===== config.mk =====
export PLATFORM = sky130hd
export DESIGN_NAME = reg_readout
export DESIGN_NICKNAME = d
export VERILOG_FILES = /design/src/design/rv_pkg.sv /design/src/design/reg_readout.sv
export SDC_FILE = /design/constraint.sdc
export NUM_CORES = 1
export LEC_CHECK = 0
export ABC_CLOCK_PERIOD_IN_PS = 2700
export BUFFER_PORTS_ARGS = -buffer_cell sky130_fd_sc_hd__buf_4
export CORE_MARGIN = 3
export CORE_UTILIZATION = 39
export DETAILED_ROUTE_END_ITERATION = 8
export GPL_ROUTABILITY_DRIVEN = 0
export PLACE_DENSITY = 0.87
export SYNTH_ARGS = -nofsm -noshare
export SYNTH_HDL_FRONTEND = slang
export SYNTH_SLANG_ARGS = --single-unit

===== constraint.sdc =====
create_clock -name clk -period 2.7 [get_ports clk]
set_input_delay 0.135 -clock clk [delete_from_list [all_inputs] [get_ports clk]]
set_output_delay 0.135 -clock clk [all_outputs]
set_load 0.01 [all_outputs]

===== src/design/rv_pkg.sv =====
// Shared widths, opcodes and enums for the RV32I core; referenced by scoped names
`default_nettype none

package rv_pkg;

   // Data path and storage sizes
   localparam int XLEN       = 32;
   localparam int REG_COUNT  = 32;
   localparam int IMEM_WORDS = 64;

   typedef logic [XLEN-1:0]               word_t;
   typedef logic [$clog2(REG_COUNT)-1:0]  reg_idx_t;
   typedef logic [$clog2(IMEM_WORDS)-1:0] imem_addr_t;
   typedef logic [6:0]                    opcode_t;

   // Major opcodes the decoder knows
   localparam opcode_t OPC_OP     = 7'b0110011;
   localparam opcode_t OPC_OP_IMM = 7'b0010011;
   localparam opcode_t OPC_LUI    = 7'b0110111;
   localparam opcode_t OPC_AUIPC  = 7'b0010111;
   localparam opcode_t OPC_JAL    = 7'b1101111;
   localparam opcode_t OPC_BRANCH = 7'b1100011;

   // One value per instruction
   typedef enum logic [4:0] {
      OP_ADD, OP_SUB, OP_AND, OP_OR, OP_XOR,
      OP_SLL, OP_SRL, OP_SRA, OP_SLT, OP_SLTU,
      // Immediate forms
      OP_ADDI, OP_ANDI, OP_ORI, OP_XORI,
      OP_SLLI, OP_SRLI, OP_SRAI, OP_SLTI, OP_SLTIU,
      // Upper immediates and jump
      OP_LUI, OP_AUIPC, OP_JAL,
      // Conditional branches
      OP_BEQ, OP_BNE, OP_BLT, OP_BGE, OP_BLTU, OP_BGEU,
      OP_ILLEGAL
   } alu_op_e;

   // Register readout handshake states
   typedef enum logic [1:0] {
      IDLE,
      ACK,
      WAIT_DROP
   } readout_state_e;

endpackage

`default_nettype wire


===== src/design/reg_readout.sv =====
// Four-phase register readout port; holds the read data while ack is high
`timescale 1ns/1ps
`default_nettype none

module reg_readout (
   input  logic             clk,
   input  logic             arst_n,
   input  logic             rd_req,
   input  rv_pkg::reg_idx_t rd_index,
   output logic             rd_ack,
   output rv_pkg::word_t    rd_data,
   output rv_pkg::reg_idx_t peek_index,
   input  rv_pkg::word_t    peek_data
);

   rv_pkg::readout_state_e state;
   rv_pkg::word_t          data_q;

   // ACK is the first ack cycle
   // WAIT_DROP holds until req falls
   always_ff @(posedge clk or negedge arst_n) begin
      if (!arst_n) begin
         state <= rv_pkg::IDLE;
      end else begin
         case (state)
            rv_pkg::IDLE:      if (rd_req) state <= rv_pkg::ACK;
            rv_pkg::ACK:       state <= rd_req ? rv_pkg::WAIT_DROP : rv_pkg::IDLE;
            rv_pkg::WAIT_DROP: if (!rd_req) state <= rv_pkg::IDLE;
            default:           state <= rv_pkg::IDLE;
         endcase
      end
   end

   // Capture on the accepting edge only
   always_ff @(posedge clk) begin
      if (state == rv_pkg::IDLE && rd_req) begin
         data_q <= peek_data;
      end
   end

   // Register file peek follows the requested index
   assign peek_index = rd_index;
   assign rd_ack     = (state != rv_pkg::IDLE);
   assign rd_data    = data_q;

endmodule

`default_nettype wire


Word-level counts from Yosys, hierarchy flattened
Index checks and enable logic that the tools add are counted.
- output and inout port bits: 38
- word-level logic and storage cells: 14
- register bits after elaboration: 34
- equal/unequal tests: 4
- reductions and logical operators: 4
- muxes and demuxes: 4
- operator list (kind ; number):
    2-bit two-way mux ; 3
    2-bit case mux with 3 select lines ; 1
    2-bit inequality test (second input constant) ; 2
    2-bit by 1-bit == test with 1-bit output (second input constant) ; 1
    2-bit == test (second input constant) ; 1
    2-bit logical NOT ; 1
    2-bit AND reduction ; 1
    2-bit nonzero test ; 1
    1-bit logical AND ; 1

Longest topological paths before layout
Gate-level depths: netlist (run 1).
- depth after elaboration: 3
- mapped depth: 2
- mapped depth without buffers: 2

Worst setup path before layout (run 1)
OpenSTA, ideal clock, no wires.
- path kind: register -> register
- from: register state[1]
- to: register data_q[0] (netlist: rd_data[0]), enable pin
- required time: 2.279 ns
- path buffers: 0
- setup slack: 0.270 ns
- period minus slack after synthesis: 2.430 ns
- arrival time: 2.009 ns
- stages on the path, launching flop included: 3
- path through: dfrtp_1 > or2_4 > nor2_1
- cells in the longest elaborated chain, start to end: 2
- RTL lines (what ; line ; RTL):
    start, declared ; reg_readout.sv:16 ; rv_pkg::readout_state_e state;
    start signal, assigned ; reg_readout.sv:23 ; state <= rv_pkg::IDLE;
    start signal, assigned ; reg_readout.sv:26 ; rv_pkg::IDLE: if (rd_req) state <= rv_pkg::ACK;
    start signal, assigned ; reg_readout.sv:27 ; rv_pkg::ACK: state <= rd_req ? rv_pkg::WAIT_DROP : rv_pkg::IDLE;
    2-bit logical NOT ; reg_readout.sv:36 ; if (state == rv_pkg::IDLE && rd_req) begin
    1-bit logical AND ; reg_readout.sv:36 ;
    end signal, assigned ; reg_readout.sv:37 ; data_q <= peek_data;
    end, declared ; reg_readout.sv:17 ; rv_pkg::word_t data_q;
Every way passes these cells.
A chain may end at the register's enable or synchronous reset.

Worst setup path in the final report (run 1)
- from: register state[0]
- to: register data_q[12] (netlist: rd_data[12]), enable pin
The elaborated chain is that of the path after synthesis.

==> results.cfg, run 1 <==
[outcome]
status = complete, no violations

[floorplanning]
core_mm2 = 0.00254
start_util = 0.425
io_pins = 78
die_area_mm2 = 0.00344
num_rows = 18
die-height_um = 58.7
fp.dieW_um = 58.7

[critical_path]
critPathBufInv = 1
cp_max_fo = 20
crit_chain = or2_4 -> nor2_2 -> buf_4
cp_top_family = flip-flops
arrival_ps = 1420
cp-end-kind = register
cp_slowest_cell = dfrtp_1
start_kind = register
required_ps = 2710
criticalPathCategory = register to register
slowest_delay_ps = 420

[power_and_ir_drop]
p_total_mw = 1.16
cellLeakagePower_nw = 0.840
powerDensity_mw_per_mm2 = 589
ir_drop_v = 0.000489

[timing]
fin_tns_setup_ps = 0
skew_ps = 3.13
finalHoldViolations = 0
rsz0062_at_grt = false
post-route-period-util = 0.520
min_period_ps = 1400
fmaxAchievable_mhz = 712
slew_headroom = 0.832
drv_slew = 0
holdWs_ps = 124
setup_viol = 0
max_slew.worst_pin.slew_ps = 253

[synth]
syn_inst = 45
synth_cell_type_count = 7
yosysSeqAreaShare = 0.935
netlist_area_mm2 = 0.00108
synth_area_leaders = edfxtp_1 89%, dfrtp_1 4.6%, buf_4 3.5%
syn_area_per_cell_um2 = 24.0
ys_ff_latch = 34
yosysTopAreaCell = edfxtp_1
synth_top_area_frac = 0.889
yosys_warnings = 0
synth.net_count = 85

[layout]
finalInstanceArea_mm2 = 0.00198
insertedDiodeCount = 0
fin_nets = 189
drive_gt1_frac = 0.510
area_growth_pct = 82.9
fin_cells = 179

[route]
ant_nets = 0
wl_mm = 3.08
drc = 0
wl_per_cell_um = 17.2
first_iter_violations = 13
vias = 820
first_pass_iters = 4
viasPerCell = 4.58

[clock_tree]
clk_latency_ps = 320
cts_root_buf = clkbuf_4
postCtsSetupRepairBufs = 0
cts_tree = built
clock_sinks = 34
h-tree-depth = 2
clkTransAtPathRegs_ps = 90
cts.path.max_buffers = 2
cts-buffers-inserted = 5

[min_path]
hp-class = primary input to register

[global_routing]
grt.total_usage = 0.200
overflow = 0
grt_max_degree = 21
grt_pass1_wl_mm = 4.60
antenna_found_initial = 0
first_global_vias = 909

[flow_run]
drv_cap = 0

[placement]
dp_cells = 139
numPortBuffers = 67
place_area_mm2 = 0.00160
[per-layer routing]
layer / track usage / wire [um]
met5: 0 / 0
met1: 0.222 / 1110
met3: 0.116 / 465
met2: 0.301 / 1420
met4: 0.113 / 85
[state kept, by name, summed over array words and instances (netlist names)]
register	cells
state	2
rd_data	32
[where the power goes]
| part | total (mW) | switching (mW) | internal, mW |
|---|---|---|---|
| clock | 0.246 | 0.148 | 0.0981 |
| sequential | 0.672 | 0.0215 | 0.651 |
| combinational | 0.246 | 0.106 | 0.140 |
| total | 1.16 | 0.275 | 0.889 |
[placed cells by master, fill, tap and decap left out]
cell / Yosys / routed
clkbuf_4: 0 / 5
clkbuf_1: 0 / 2
xnor2_1: 1 / 1
edfxtp_1: 32 / 32
buf_4: 5 / 69
dlygate4sd3_1: 0 / 33
inv_1: 1 / 1
nor2_1: 3 / 2
dfrtp_1: 2 / 2
nor2_2: 0 / 1
or2_4: 1 / 1
[cell families after synthesis]
group | Yosys count | share of synthesized area
buf+inv | 6 | 0.0382
xor+xnor | 1 | 0.00810
flops | 34 | 0.935
simple gates | 4 | 0.0185
[synthesized netlist by cell type]
library cell,count
xnor2_1,1
or2_4,1
buf_4,5
nor2_1,3
edfxtp_1,32
dfrtp_1,2
inv_1,1
[metrics by stage]
| step | util | setup WS (ps) |
|---|---|---|
| after floorplan | - | 270 |
| after global placement | 0.629 | 1390 |
| after detailed placement | 0.629 | 1340 |
| after CTS | 0.777 | 1330 |
| after global routing | 0.777 | 1230 |
| final | 0.777 | 1300 |
[worst paths after layout]
kind | startpoint | to | slack, ps | cells past startpoint
setup / recovery | state[0] | rd_data[12] | 1300 | 3
hold / removal | rd_req | state[1] | 120 | 3
setup reg to reg | state[0] | rd_data[12] | 1300 | 3
hold reg to reg | state[1] | state[0] | 600 | 2
max in group asynchronous | arst_n | state[1] | 2450 | 2
min in group asynchronous | arst_n | state[0] | 160 | 2
[worst register-to-register path, delay by kind of cell (launching register included)]
| kind | cells | cell delay, ps |
|---|---|---|
| DFF | 1 | 420 |
| and+or+nand+nor | 2 | 380 |
| buffers and inverters | 1 | 290 |
[final cells by class]
| type | instances | area (um^2) |
|---|---|---|
| multi-input cells | 5 | 31.3 |
| clock buffers | 7 | 45.0 |
| fillers | 140 | 568 |
| well taps | 30 | 37.5 |
| flip-flops and latches | 34 | 1010 |
| repair buffers | 102 | 848 |
| inverters | 1 | 3.75 |
[repair_timing]
item,in CTS,in global routing
hold buffers,33,0
endpoints found under the hold margin,34,0
gates resized for setup,0,0
Power figures use the tool's default switching activity.
==> run 2, diff against run 1 <==
Settings changed: ABC_CLOCK_PERIOD_IN_PS 2700 to 1300.
Clock period 2.7 ns to 1.3 ns, I/O delays scaled along.
==> results.cfg, run 2 (synthesized netlist as in run 1, its figures left out) <==
[outcome]
status = finished, violations left
violations = setup timing

[timing]
slew_headroom = 0.893
skew_ps = 6.85
fin_tns_setup_ps = -38.1
drv_slew = 0
finalHoldViolations = 0
fin_ws_ps = -5.51
max_slew.worst_pin.slew_ps = 160
post-route-period-util = 1.00
min_period_ps = 1310
rsz0062_at_grt = true
fmaxAchievable_mhz = 766
setup_viol = 8

[route]
viasPerCell = 4.49
wl_per_cell_um = 17.9
ant_nets = 0
first_pass_iters = 5
vias = 799
wl_mm = 3.19
drc = 0
first_iter_violations = 26

[clock_tree]
cts_root_buf = clkbuf_4
clk_latency_ps = 330
cts_resized = 0
cts_tree = built
h-tree-depth = 2
clkTransAtPathRegs_ps = 90
postCtsSetupRepairBufs = 0
cts-buffers-inserted = 5
clock_sinks = 34
cts.path.max_buffers = 2

[critical_path]
arrival_ps = 1350
start_kind = register
required_ps = 1350
cp_max_fo = 17
criticalPathCategory = register to register
cp-end-kind = register
worst-r2r-cell-count = 3

[floorplanning]
die-height_um = 58.7
core_mm2 = 0.00254
io_pins = 78
num_rows = 18
fp.dieW_um = 58.7
die_area_mm2 = 0.00344
start_util = 0.425

[power_and_ir_drop]
cellLeakagePower_nw = 0.848
p_int_mw = 1.85
comb_power_share = 0.225
powerDensity_mw_per_mm2 = 1220
power_frac_clock = 0.205
p_seq_frac = 0.570
ir_drop_v = 0.00127
swShare = 0.242
power_switching_uw = 592

[layout]
drive_gt1_frac = 0.514
area_growth_pct = 85.3
insertedDiodeCount = 0
most-common-layout-cells = 67 x buf_4, 33 x dlygate4sd3_1, 32 x edfxtp_1, 5 x clkbuf_4
largest_reg_flops = 32
fin_nets = 189
fin_cells = 178
layout_commonest_cell = buf_4
fin_util = 0.787
finalInstanceArea_mm2 = 0.00200

[min_path]
whs_path_depth = 3
hp-class = primary input to register

[flow_run]
drv_cap = 0

[global_routing]
antenna_found_initial = 0
grt_max_degree = 18
first_global_vias = 928
grt_pass1_wl_mm = 4.71
overflow = 0
grt.total_usage = 0.205

[placement]
pre_cts_slack_ps = 26.5
place_area_mm2 = 0.00163
dp_cells = 139
numPortBuffers = 67
[run 2: cell types whose count changed in the layout (fill, tap and decap cells not counted)]
cell	before	now
clkinv_1	0	1
clkbuf_1	2	0
nor2_4	0	1
nor2_2	1	0
buf_12	0	2
buf_4	69	67
[run 2: what timing repair did]
item	CTS	global route
hold endpoints to repair	34	0
setup endpoints to repair	0	31
hold buffers	33	0
[run 2: routing by layer]
layer / GRT usage / vias to the layer above / part of all wire
li1: - / 369 / -
met1: 0.180 / 373 / 0.31
met2: 0.376 / 54 / 0.55
met3: 0.140 / 3 / 0.13
met4: 0.0485 / 0 / 0.0097
met5: 0 / - / 0
[run 2: worst max-delay path, cell delays in order (launching register included)]
cell	delay, ps
dfrtp_1	420
or2_4	270
nor2_4	160
buf_12	170
[run 2: worst paths after layout]
path / from / end / slack, ps
worst max-delay path: state[0] / rd_data[3] / -6
worst min-delay path: rd_req / state[1] / 30
worst max register to register: state[0] / rd_data[3] / -6
worst min register to register: state[1] / state[1] / 590
max in group asynchronous: arst_n / state[0] / 1110
min in group asynchronous: arst_n / state[1] / 90
[run 2: area by class of cell]
class	count	area (um^2)
Timing Repair Buffer	102	873
Sequential cell	34	1010
Clock inverter	1	3.75
Tap cell	30	37.5
Clock buffer	5	37.5
Fill cell	132	542
Multi-Input combinational cell	5	36.3
Inverter	1	3.75
[run 2: per-stage QoR]
step | hold WS [ps] | total power, mW
global route | 38.9 | 2.56
CTS | 27.6 | 2.44
finish | 34.7 | 2.45
floorplan | -231 | 1.58
global placement | -151 | 1.86
detailed placement | -149 | 1.88
[run 2: power by group through the flow]
stage          combinational, mW  clock [mW]  sequential [mW]
6_report                   0.552       0.500             1.39
3_5_place_dp               0.466           0             1.41
5_1_grt                    0.587       0.565             1.40
2_1_floorplan              0.107           0             1.47
3_3_place_gp               0.449           0             1.41
4_1_cts                    0.546       0.501             1.39
==> run 3, diff against run 2 <==
Settings changed: CORE_UTILIZATION 39 to 41, CTS_BUF_LIST from default to sky130_fd_sc_hd__clkbuf_8, PLACE_DENSITY 0.87 to 0.91.
==> results.cfg, run 3 (synthesized netlist as in run 1, its figures left out) <==
[outcome]
status = finished, violations left
violations = setup timing

[clock_tree]
clkTransAtPathRegs_ps = 60
cts_root_buf = clkbuf_8
h-tree-depth = 2
cts_tree = built
cts-buffers-inserted = 5
cts.path.max_buffers = 2
clk_latency_ps = 280
clock_sinks = 34

[power_and_ir_drop]
powerDensity_mw_per_mm2 = 1300
p_total_mw = 2.65
power_frac_clock = 0.264
power_switching_uw = 619
cellLeakagePower_nw = 0.870
ir_drop_v = 0.00114
comb_power_share = 0.207
p_int_mw = 2.03
p_seq_frac = 0.528
swShare = 0.233

[timing]
slew_headroom = 0.891
min_period_ps = 1310
setup_viol = 15
drv_slew = 0
fin_ws_ps = -10.6
max_slew.worst_pin.slew_ps = 163
post-route-period-util = 1.01
finalHoldViolations = 0
fmaxAchievable_mhz = 763
fin_tns_setup_ps = -77.5
rsz0062_at_grt = true
skew_ps = 7.20

[critical_path]
crit_chain = or2_4 -> nor2_4 -> buf_12
required_ps = 1280
slowest_delay_ps = 400
cp-end-kind = register
cp_slowest_cell = dfrtp_1
critPathBufInv = 1
cp_max_fo = 18
arrival_ps = 1300
start_kind = register
criticalPathCategory = register to register
cp_top_family = simple AND/OR/NAND/NOR gates

[route]
first_pass_iters = 4
wl_per_cell_um = 17.8
routedLengthMet1_mm = 1.23
drc = 0
vias = 819
ant_nets = 0
top_layer_used = met4
viasPerCell = 4.60
wl_mm = 3.18
met2_wirelength_mm = 1.50
wl_met3_um = 328
first_iter_violations = 23

[layout]
fillers = 102
fin_nets = 189
drive_gt1_frac = 0.513
finalInstanceArea_mm2 = 0.00204
area_growth_pct = 88.8
most-common-layout-cells = 67 x buf_4, 33 x dlygate4sd3_1, 32 x edfxtp_1, 5 x clkbuf_8
layout_commonest_cell = buf_4
fin_util = 0.864
largest_reg_flops = 32
insertedDiodeCount = 0

[placement]
place.detailed.hpwl_mm = 1.63
place_area_mm2 = 0.00163
numPortBuffers = 67

[global_routing]
antenna_found_initial = 0
grt.total_usage = 0.217
first_global_vias = 938
overflow = 0
grt_pass1_wl_mm = 4.91
grt_max_degree = 19

[floorplanning]
die-height_um = 57.4
die_area_mm2 = 0.00329
io_pins = 78
num_rows = 17
start_util = 0.458
fp.dieW_um = 57.4
core_mm2 = 0.00236

[flow_run]
drv_cap = 0

[min_path]
hp-class = primary input to register
run 3: cell count changes in the layout (fill, tap and decap cells not counted), sizes merged:
| cell | delta |
|---|---|
| clkinv | +1 |
| inv | +1 |
run 3: worst paths after layout:
kind | end | slack, ps | from | cells after the start
worst max-delay path | rd_data[4] | -10 | state[0] | 3
worst min-delay path | state[0] | 90 | rd_req | 3
worst max register to register | rd_data[4] | -10 | state[0] | 3
worst min register to register | state[1] | 600 | state[0] | 2
max in group asynchronous | state[1] | 1100 | arst_n | 2
min in group asynchronous | state[0] | 120 | arst_n | 2
run 3: worst register-to-register path, stage by stage, from the launching register on:
cell     delay [ps]
dfrtp_1         400
or2_4           280
nor2_4          150
buf_12          180
run 3: power by group through the flow:
stage               registers, mW  clock network (mW)  logic [mW]
finish                       1.40               0.701       0.550
global placement             1.41                   0       0.447
global route                 1.41               0.774       0.585
floorplan                    1.47                   0       0.107
CTS                          1.39               0.709       0.538
detailed placement           1.41                   0       0.458
run 3: through the flow:
| stage | cells | hold slack [ps] | worst slack (ps) |
|---|---|---|---|
| finish | 178 | 92.1 | -10.6 |
| global route | 178 | 104 | -41.9 |
| CTS | 178 | 73.7 | -0.584 |
| detailed placement | 137 | -151 | 10.2 |
| global placement | 137 | -153 | 50.2 |
| floorplan | 45 | -231 | -239 |
run 3: what timing repair did:
item                                   CTS  global route
pin swaps                                1             0
endpoints found under the hold margin   34             0
resized for setup                        0             0
buffers inserted                         0             0
setup endpoints to repair                7            32
hold buffers                            33             0
run 3: final cells by class:
| cell class | instances | area, um^2 | area share |
|---|---|---|---|
| clock inverter | 3 | 12.5 | 0.00613 |
| tap | 28 | 35.0 | 0.0172 |
| sequential | 34 | 1010 | 0.495 |
| multi-input combinational | 5 | 36.3 | 0.0178 |
| clock buffer | 5 | 68.8 | 0.0337 |
| inverter | 1 | 3.75 | 0.00184 |
| timing repair buffer | 102 | 873 | 0.428 |
run 3: layer usage:
metal,track usage,vias to the layer above
met5,0,-
met4,0.119,0
met3,0.0950,12
met2,0.327,62
met1,0.260,377
li1,-,368
