==> src/design/rv_pkg.sv <==
// Shared widths, opcodes and enums for the RV32I core; referenced by scoped names
`default_nettype none

package rv_pkg;

   // Data path and storage sizes
   localparam int XLEN       = 32;
   localparam int REG_COUNT  = 32;
   localparam int IMEM_WORDS = 64;

   typedef logic [XLEN-1:0]               word_t;
   typedef logic [$clog2(REG_COUNT)-1:0]  reg_idx_t;
   typedef logic [$clog2(IMEM_WORDS)-1:0] imem_addr_t;
   typedef logic [6:0]                    opcode_t;

   // Major opcodes the decoder knows
   localparam opcode_t OPC_OP     = 7'b0110011;
   localparam opcode_t OPC_OP_IMM = 7'b0010011;
   localparam opcode_t OPC_LUI    = 7'b0110111;
   localparam opcode_t OPC_AUIPC  = 7'b0010111;
   localparam opcode_t OPC_JAL    = 7'b1101111;
   localparam opcode_t OPC_BRANCH = 7'b1100011;

   // One value per instruction
   typedef enum logic [4:0] {
      OP_ADD, OP_SUB, OP_AND, OP_OR, OP_XOR,
      OP_SLL, OP_SRL, OP_SRA, OP_SLT, OP_SLTU,
      // Immediate forms
      OP_ADDI, OP_ANDI, OP_ORI, OP_XORI,
      OP_SLLI, OP_SRLI, OP_SRAI, OP_SLTI, OP_SLTIU,
      // Upper immediates and jump
      OP_LUI, OP_AUIPC, OP_JAL,
      // Conditional branches
      OP_BEQ, OP_BNE, OP_BLT, OP_BGE, OP_BLTU, OP_BGEU,
      OP_ILLEGAL
   } alu_op_e;

   // Register readout handshake states
   typedef enum logic [1:0] {
      IDLE,
      ACK,
      WAIT_DROP
   } readout_state_e;

endpackage

`default_nettype wire

==> src/design/decode_if.sv <==
// Decoded instruction bundle from the decoder to the ALU and the register file
`timescale 1ns/1ps
`default_nettype none

interface decode_if;

   rv_pkg::alu_op_e  op;
   rv_pkg::reg_idx_t rd;
   rv_pkg::reg_idx_t rs1;
   rv_pkg::reg_idx_t rs2;
   rv_pkg::word_t    imm;
   // Instruction writes a nonzero rd
   logic             wr_en;

   modport producer (output op, rd, rs1, rs2, imm, wr_en);

   // ALU needs only the operation and immediate
   modport consumer_alu (input op, imm);

   modport consumer_rf (input rs1, rs2, rd, wr_en);

endinterface

`default_nettype wire

==> src/design/rv_alu.sv <==
// Result computation, branch decision and next pc selection
`timescale 1ns/1ps
`default_nettype none

module rv_alu (
   decode_if.consumer_alu dec,
   input  rv_pkg::word_t  src1,
   input  rv_pkg::word_t  src2,
   input  rv_pkg::word_t  pc,
   output rv_pkg::word_t  result,
   output rv_pkg::word_t  next_pc
);

   rv_pkg::word_t                opb;
   rv_pkg::word_t                pc_plus4;
   rv_pkg::word_t                pc_plus_imm;
   logic [2*rv_pkg::XLEN-1:0]    sext_src1;
   rv_pkg::word_t                sra_res;
   logic                         lt_u;
   logic                         lt_s;
   logic                         eq;
   logic                         taken;

   // Second operand is imm for the I forms
   always_comb begin
      case (dec.op)
         rv_pkg::OP_ADDI, rv_pkg::OP_ANDI, rv_pkg::OP_ORI, rv_pkg::OP_XORI,
         rv_pkg::OP_SLLI, rv_pkg::OP_SRLI, rv_pkg::OP_SRAI,
         rv_pkg::OP_SLTI, rv_pkg::OP_SLTIU: opb = dec.imm;
         default:                            opb = src2;
      endcase
   end

   // Compares; signed one from sign bits
   assign eq   = (src1 == opb);
   assign lt_u = (src1 < opb);
   assign lt_s = (src1[rv_pkg::XLEN-1] == opb[rv_pkg::XLEN-1]) ? lt_u : src1[rv_pkg::XLEN-1];

   // Arithmetic shift through double-width sign extension
   assign sext_src1 = {{rv_pkg::XLEN{src1[rv_pkg::XLEN-1]}}, src1};
   assign sra_res   = rv_pkg::word_t'(sext_src1 >> opb[4:0]);

   assign pc_plus4    = pc + 32'd4;
   assign pc_plus_imm = pc + dec.imm;

   always_comb begin
      case (dec.op)
         rv_pkg::OP_ADD,  rv_pkg::OP_ADDI:  result = src1 + opb;
         rv_pkg::OP_SUB:                    result = src1 - opb;
         rv_pkg::OP_AND,  rv_pkg::OP_ANDI:  result = src1 & opb;
         rv_pkg::OP_OR,   rv_pkg::OP_ORI:   result = src1 | opb;
         rv_pkg::OP_XOR,  rv_pkg::OP_XORI:  result = src1 ^ opb;
         rv_pkg::OP_SLL,  rv_pkg::OP_SLLI:  result = src1 << opb[4:0];
         rv_pkg::OP_SRL,  rv_pkg::OP_SRLI:  result = src1 >> opb[4:0];
         rv_pkg::OP_SRA,  rv_pkg::OP_SRAI:  result = sra_res;
         rv_pkg::OP_SLT,  rv_pkg::OP_SLTI:  result = {31'b0, lt_s};
         rv_pkg::OP_SLTU, rv_pkg::OP_SLTIU: result = {31'b0, lt_u};
         rv_pkg::OP_LUI:                    result = dec.imm;
         rv_pkg::OP_AUIPC:                  result = pc_plus_imm;
         // Link address
         rv_pkg::OP_JAL:                    result = pc_plus4;
         default:                           result = '0;
      endcase
   end

   // Branch conditions, opb is src2 here
   always_comb begin
      case (dec.op)
         rv_pkg::OP_BEQ:  taken = eq;
         rv_pkg::OP_BNE:  taken = ~eq;
         rv_pkg::OP_BLT:  taken = lt_s;
         rv_pkg::OP_BGE:  taken = ~lt_s;
         rv_pkg::OP_BLTU: taken = lt_u;
         rv_pkg::OP_BGEU: taken = ~lt_u;
         rv_pkg::OP_JAL:  taken = 1'b1;
         default:         taken = 1'b0;
      endcase
   end

   assign next_pc = taken ? pc_plus_imm : pc_plus4;

endmodule

`default_nettype wire

==> src/flat_wrapper.sv <==
// flat-port wrapper written by rule: the top's interface ports become plain ports
module rv_alu_flat 
  (src1, src2, pc, result, next_pc, dec_op, dec_imm);
  decode_if dec_i ();
  input  rv_pkg::word_t src1;
  input  rv_pkg::word_t src2;
  input  rv_pkg::word_t pc;
  output rv_pkg::word_t result;
  output rv_pkg::word_t next_pc;
  input wire logic [$bits(dec_i.op)-1:0] dec_op;
  input wire logic [$bits(dec_i.imm)-1:0] dec_imm;
  assign dec_i.op = dec_op;
  assign dec_i.imm = dec_imm;
  rv_alu u_core (.dec(dec_i), .src1(src1), .src2(src2), .pc(pc), .result(result), .next_pc(next_pc));
endmodule
==> config.mk <==
export PLATFORM = sky130hd
export DESIGN_NAME = rv_alu_flat
export DESIGN_NICKNAME = d
export VERILOG_FILES = /design/src/design/rv_pkg.sv /design/src/design/decode_if.sv /design/src/design/rv_alu.sv /design/src/flat_wrapper.sv
export SDC_FILE = /design/constraint.sdc
export NUM_CORES = 1
export LEC_CHECK = 0
export ABC_AREA = 0
export BUFFER_PORTS_ARGS = -buffer_cell sky130_fd_sc_hd__buf_4
export CORE_UTILIZATION = 60
export DETAILED_ROUTE_END_ITERATION = 10
export PLACE_DENSITY_LB_ADDON = 0.08
export REMOVE_ABC_BUFFERS = 1
export SYNTH_ARGS = -nofsm -noshare
export SYNTH_HDL_FRONTEND = slang
export SYNTH_SLANG_ARGS = --single-unit
==> constraint.sdc <==
create_clock -name vclk -period 5.2
set_input_delay 0.26 -clock vclk [all_inputs]
set_output_delay 0.26 -clock vclk [all_outputs]
set_load 0.01 [all_outputs]
Word level (Yosys, flattened, before mapping)
Index checks and enable logic that the tools add are counted.

storage, ports and cells
  register bits after elaboration = 0
  bits of input ports = 133

operators by class
  muxes and demuxes = 5
  shift-type cells = 3
  add/subtract/negate cells = 4
  bitwise logic cells = 6
  order comparisons = 1
  reduce and logical (&&, ||, !) cells = 11
  eq/ne operators = 29

operators by type and width
  operator               number
  $pmux 32 s13           1
  $add 32x32->32         2
  $mux 32                2
  $shr 64x5->32          1
  $eq 5x5->1 const B     12
  $eq 5x4->1 const B     8
  $add 32x3->32 const B  1
  $and 32x32->32         1
  $eq 32x32->1           1
  $lt 32x32->1           1
  $or 32x32->32          1
  $shl 32x5->32          1
  $shr 32x5->32          1
  $sub 32x32->32         1
  $xor 32x32->32         1
  $eq 5x3->1 const B     4
  $reduce_or 2->1        9
  $eq 5x2->1 const B     2
  $reduce_or 9->1        1
  $pmux 1 s7             1
  $eq 5x1->1 const B     1
  $logic_not 5->1        1
  $not 1->1              3
  $eq 1x1->1             1
  $mux 1                 1

Depth between registers and ports, before layout
Gate-level depths: netlist of run 1.

  depth in word-level cells = 8
  depth in mapped cells = 21
  depth with buffers taken out = 16

Least setup slack after synthesis of run 1
OpenSTA, ideal clock, no wires.

  path type = input to output
  from = in dec_op[4]
  to = out next_pc[10]
  data required time = 4940 ps
  cell stages on the path = 21
  slack = 369 ps
  path buffers = 5
  data arrival time = 4571 ps
  path through = buf_4 > nand2b_2 > o22ai_2 > buf_2 > buf_1 > nand2_1 > nand2_1 > inv_1 > ha_1 > clkbuf_1 > nor4_1 > nand4_1 > nand4b_1 > nor4b_2 > nand2_1 > o32ai_1 > o21ai_0 > and4bb_1 > a22oi_4 > buf_4 > mux2i_1

between the ends
  word-level cells in the longest chain between the ends = 8
  elaborated cells on any way between the ends = 27
  those cells by class = order compare (1); eq/ne (18); mux (4); bitwise (3); reduce/logical (1)

ends and longest elaborated chain
  item                                        line                        source
  start: declaration                          flat_wrapper.sv:10          input wire logic [$bits(dec_i.op)-1:0] dec_op;
  $eq 5x4->1 or $eq 5x5->1 (tied branches)    rv_alu.sv:26                case (dec.op)
  $reduce_or 9->1                             rv_alu.sv:26
  $mux 32                                     rv_alu.sv:26
  $lt 32x32->1 or $eq 1x1->1 (tied branches)  rv_alu.sv:36, rv_alu.sv:37
  $mux 1                                      rv_alu.sv:37                assign lt_s = (src1[rv_pkg::XLEN-1] == opb[rv_pkg::XLEN-1]) ? lt_u : src1[rv_pkg::XLEN-1];
  $not 1->1                                   rv_alu.sv:72                rv_pkg::OP_BGE: taken = ~lt_s;
  $pmux 1 s7 (*)                              rv_alu.sv:68                case (dec.op)
  $mux 32 (*)                                 rv_alu.sv:80                assign next_pc = taken ? pc_plus_imm : pc_plus4;
  end: declaration                            flat_wrapper.sv:9           output rv_pkg::word_t next_pc;

Mark *: on every way between the ends. The rest lies on a longest branch, timed or not.

Final worst setup path of run 1
  from = in dec_op[2]
  to = out result[31]

between the ends
  word-level cells in the longest chain between the ends = 5
  elaborated cells on any way between the ends = 42
  those cells by class = add/sub (2); eq/ne (21); shift (3); mux (2); bitwise (3); reduce/logical (11)

ends and longest elaborated chain
  item                                      line                        source
  $eq 5x4->1 or $eq 5x5->1 (tied branches)  rv_alu.sv:26, rv_alu.sv:47
  $reduce_or 9->1                           rv_alu.sv:26
  $mux 32                                   rv_alu.sv:26
  $sub 32x32->32 (tied with other cells)    rv_alu.sv:49                rv_pkg::OP_SUB: result = src1 - opb;
  $pmux 32 s13 (*)                          rv_alu.sv:47                case (dec.op)
  end: declaration                          flat_wrapper.sv:8           output rv_pkg::word_t result;

Marks and branches as above.

==> out/qor.yml, run 1 <==
layout-drive-gt1-share_pct: 18.5
min_path_type: "in2out"
viasPerCell: 7.22
wl_per_cell_microns: 25.0
stdcell_area_sq_mm: 0.0146
drv_slew: 0
vias: 16300
dpl_cell_area_sq_mm: 0.0145
dr.pass1.iters: 7
fin_hold_ws_ns: 0.851
seq_area_frac_synth_pct: 0
synth_compound_area_share_pct: 33.2
die_w_microns: 147
setup_violations: 0
netlist_instances: 1830
grt_pass1_wl_microns: 84100
grt_max_degree: 54
crit_path_end_kind: "output pin"
final_common_cell: "buf_4"
ys_top_cells_by_area: "ha_1 (13%), mux2i_1 (12%), nand2_1 (6.2%), a21oi_1 (5.9%), nor2_1 (4.5%)"
synth-simple-area-share_pct: 22.2
seq_cell_count: 0
yosysWarnings: 0
num_rows: 52
min_to: "next_pc[0]"
syn_area_sq_mm: 0.0126
synthAdderAreaFrac_pct: 13.1
synth.avg_cell_area_sq_um: 6.88
leakagePower_uw: 0.00670
final_cell_mix: "buf_4 (266), nand2_1 (209), mux2i_1 (156)"
fmax_mhz: 195
grt_pass1_vias: 15200
path_max_fanout: 23
wl_microns: 56300
start_util_pct: 61.7
startpoint_type: "input port"
critPathKind: "in2out"
tightest_slew_ns: 0.945
power_density_mw_per_mm2: 157
outcome: "finished clean"
gp_congestion: 1.08
overflow: 0
track_usage_pct: 49.6
muxShareOfSynthArea_pct: 18.1
synth_xor_area_share_pct: 5.56
die_h_microns: 147
drc: 0
nNetsFinal: 2251
synth_top_cell_area_share_pct: 12.8
die_area_sq_mm: 0.0216
syn2layout_area_growth_pct: 16.0
slew_headroom_pct: 37.0
hold_viol_final: 0
worstPathArrival_ns: 4.86
core-area_sq_mm: 0.0204
cap_violations: 0
antenna_cells: 0
seqCellArea_sq_um: 0
synth.distinct_cells: 103
synth_top_family_by_area: "compound AO/OA/AOI/OAI gates"
yosysTopAreaCell: "ha_1"
ant_nets: 0
hpwl_microns: 43500
min-delay-start: "pc[0]"
nClkBuffers: 0
io_buffers: 197
whs_path_depth: 3
antenna_found_initial: 1
drtIter0Drc: 2292
num_io_pins: 197
min_period_over_period_pct: 98.5
ir_drop_mv: 0.0854
worstPathRequired_ns: 4.94
period_needed_ns: 5.12
## final cells by class
class / count / area [sq um]
tap: 270 / 338
multi-input combinational: 1599 / 11700
inverter: 113 / 432
timing repair buffer: 273 / 2130
fill: 1787 / 5820
## logic make-up after synthesis
group,Yosys count
and+or+nand+nor,597
AOI/OAI and AO/OA,596
buffers and inverters,231
muxes,195
adders and majority gates,131
xor gates and xnor gates,80
## worst max-delay path: stages
cell       delay (ns)
buf_4            0.19
nor2_2           0.17
buf_4            0.19
o22ai_4          0.11
buf_12           0.18
buf_4            0.14
a21boi_4         0.15
inv_2            0.06
ha_1             0.34
o21ai_0          0.13
o21ai_0          0.43
nand2_1          0.17
o21ai_0          0.43
a211oi_1         0.15
buf_4            0.18
o21ai_0          0.45
a2111oi_0        0.20
buf_4            0.19
o31ai_1          0.28
xnor2_1          0.10
o211ai_1         0.18
buf_4            0.15
## timing repair
action | CTS | global route
endpoints found under the setup margin | 0 | 33
gates resized for setup | 0 | 6
buffers inserted | 0 | 5
hold buffers | 0 | 0
## per-layer routing
| metal | GRT usage (%) | up-vias | routed length (microns) |
|---|---|---|---|
| met2 | 76.4 | 1379 | 23700 |
| met5 | 0 | - | 0 |
| met3 | 13.5 | 266 | 8570 |
| met4 | 27.8 | 0 | 3690 |
| met1 | 62.4 | 7454 | 20300 |
| li1 | - | 7173 | - |
## per-stage QoR
step	power (uW)	setup TNS [ns]	std cells	utilization, %	worst slack, ns
global route	2400	-0.0365	2255	71.5	-0.0223
floorplan	1340	-49.33	1712	-	-1.26
CTS	2180	0	2250	71.2	0.169
detailed placement	2170	0	2250	71.2	0.182
finish	2290	0	2255	71.5	0.0788
global placement	2140	0	2250	71.2	0.338
## cells in the mapped netlist, types with 13 or more instances
| cell type | instances |
|---|---|
| nand2_1 | 209 |
| mux2i_1 | 156 |
| nor2_1 | 152 |
| a21oi_1 | 149 |
| ha_1 | 129 |
| inv_1 | 108 |
| o21ai_0 | 89 |
| clkbuf_1 | 80 |
| nand3_1 | 49 |
| nor3_1 | 46 |
| xor2_1 | 42 |
| xnor2_1 | 38 |
| a211oi_1 | 33 |
| o221ai_1 | 31 |
| a21o_1 | 30 |
| o211ai_1 | 26 |
| o21bai_1 | 24 |
| mux4_2 | 23 |
| nand2b_1 | 19 |
| o22ai_1 | 19 |
| a222oi_1 | 17 |
| or3_1 | 17 |
| buf_2 | 16 |
| nor4_1 | 15 |
| o31ai_1 | 15 |
| and3_1 | 14 |
| a221oi_1 | 13 |
| a31oi_1 | 13 |
| nor2b_1 | 13 |
## worst max path at each step
stage                          from         end  slack [ns]
final                     dec_op[2]  result[31]        0.08
after global routing      dec_op[0]  next_pc[0]       -0.02
after CTS                 dec_op[0]  next_pc[1]        0.17
after detailed placement  dec_op[0]  next_pc[1]        0.18
after global placement    dec_op[0]  next_pc[0]        0.34
after floorplan           dec_op[1]  next_pc[0]       -1.26
## power by group
part	internal, uW	total, uW	switching (uW)
clock	0	0	0
combinational	901	2290	1390
sequential	0	0	0
total	901	2290	1390
Power figures use the tool's default switching activity.
==> run 2: changes to the inputs <==
--- a/config.mk
+++ b/config.mk
@@ -7,7 +7,7 @@
 export LEC_CHECK = 0
 export ABC_AREA = 0
 export BUFFER_PORTS_ARGS = -buffer_cell sky130_fd_sc_hd__buf_4
-export CORE_UTILIZATION = 60
+export CORE_UTILIZATION = 27
 export DETAILED_ROUTE_END_ITERATION = 10
 export PLACE_DENSITY_LB_ADDON = 0.08
 export REMOVE_ABC_BUFFERS = 1
==> run 2 against run 1 <==
  * Largest cell class unchanged
  * Flip-flop and latch count did not move
  * Utilization fell by 38 points
  * Critical path depth fell by 8
  * Wire length rose by 27%
  * Via count fell by 3.3%
  * Global-route usage fell by 20 points
  * Worst hold slack improved by 0.027 ns
  * Sequential share of layout area did not move
  * Final cell count rose by 17%
  * Worst setup slack improved by 0.14 ns
  * Critical path type unchanged
  * Count of clock-buffer cells in the layout did not move
==> out/qor.yml, run 2 (synthesis results as in run 1) <==
outcome: "finished clean"
tightest_slew_ns: 1.27  # +0.323 ns
wl_microns: 71400  # +27%
seq_cell_count: 0  # unchanged
setup_violations: 0  # unchanged
hold_viol_final: 0  # unchanged
syn2layout_area_growth_pct: 22.4
hpwl_microns: 58000  # +33%
start_util_pct: 27.6  # -34 points
core-area_sq_mm: 0.0457  # +120%
final_cell_mix: "buf_4 (320), nand2_1 (209), mux2i_1 (156)"
fmax_mhz: 201  # +2.7%
startpoint_type: "input port"
num_io_pins: 197  # unchanged
nClkBuffers: 0  # unchanged
ant_nets: 0  # unchanged
die_area_sq_mm: 0.0475  # +120%
num_rows: 78  # +50%
track_usage_pct: 29.1  # -20 points
worstPathArrival_ns: 4.73  # -0.13 ns
slew_headroom_pct: 13.3  # -24 points
viasPerCell: 5.96  # -17%
critPathKind: "in2out"
hold_buffers: 0  # unchanged
nNetsFinal: 2305  # +2.4%
rsz0062_at_grt: "yes"
layout-drive-gt1-share_pct: 20.5  # +2.0 points
path_max_fanout: 38  # +65%
seqCellArea_sq_um: 0  # unchanged
die_w_microns: 218  # +48%
grt_max_degree: 54  # unchanged
drc: 0  # unchanged
grt_pass1_wl_microns: 104000  # +24%
drtIter0Drc: 1413  # -38%
vias: 15700  # -3.3%
drv_slew: 0  # unchanged
min_path_type: "in2out"
period_needed_ns: 4.99  # -0.136 ns
cap_violations: 0  # unchanged
wl_per_cell_microns: 27.1  # +8.4%
io_buffers: 197  # unchanged
worstPathRequired_ns: 4.94  # about the same
antenna_found_initial: 0  # -1
die_h_microns: 218  # +48%
gp_congestion: 0.938  # -13%
crit_path_end_kind: "output pin"
grt_pass1_vias: 15400  # +1.1%
min_period_over_period_pct: 95.9  # -2.6 points
dr.pass1.iters: 6  # -1
overflow: 0  # unchanged
final_util_pct: 33.8  # -38 points
final_common_cell: "buf_4"
-- run 2: changes by cell type in the layout (fill, tap and decap cells not counted), sizes merged --
| cell | delta |
|---|---|
| diode | +1 |
| buf | +54 |
-- run 2: final cells by class --
type                            count  area, sq um
Antenna cell                        1         2.50
Fill cell                        5092        30200
Inverter                          113          432
Multi-Input combinational cell   1599        11700
Tap cell                          600          751
Timing Repair Buffer              327         2520
-- run 2: through the flow --
| stage | TNS [ns] | area, sq um | cells | setup slack (ns) | hold slack (ns) |
|---|---|---|---|---|---|
| after global routing | -0.0126 | 15400 | 2639 | -0.00687 | 0.893 |
| after detailed placement | 0 | 15300 | 2635 | 0.118 | 0.877 |
| after global placement | 0 | 15300 | 2635 | 0.148 | 0.868 |
| after CTS | 0 | 15300 | 2635 | 0.113 | 0.878 |
| final | 0 | 15400 | 2640 | 0.215 | 0.878 |
| after floorplan | -49.33 | 12100 | 1712 | -1.26 | 0.604 |
-- run 2: worst paths after layout --
| path | from | to | slack, ns | cells past startpoint |
|---|---|---|---|---|
| setup / recovery | dec_op[3] | result[19] | 0.21 | 14 |
| hold / removal | pc[2] | next_pc[2] | 0.88 | 3 |
-- run 2: metal layers --
layer / track usage, % / routed length, microns / vias up
met1: 41.2 / 32600 / 7789
met2: 47.6 / 32700 / 621
met3: 2.26 / 4430 / 61
met5: 0 / 0 / -
li1: - / - / 7270
met4: 6.46 / 1750 / 0
-- run 2: timing repair --
item                                    in CTS  in global routing
hold endpoints to repair                     0                  0
gates resized for setup                      0                  8
endpoints found under the setup margin       0                 33
buffers inserted                             0                  4
-- run 2: worst max-delay path, cell delays in order --
cell and delay (ns):
buf_4 0.17, nand2b_2 0.20, a2bb2oi_4 0.26, mux2_4 0.34, buf_4 0.26, inv_8 0.34, mux4_2 0.65, mux2i_1 0.22
mux2i_1 0.18, o21a_1 0.26, a2111oi_0 1.00, buf_4 0.25, o2111ai_1 0.14, buf_4 0.18
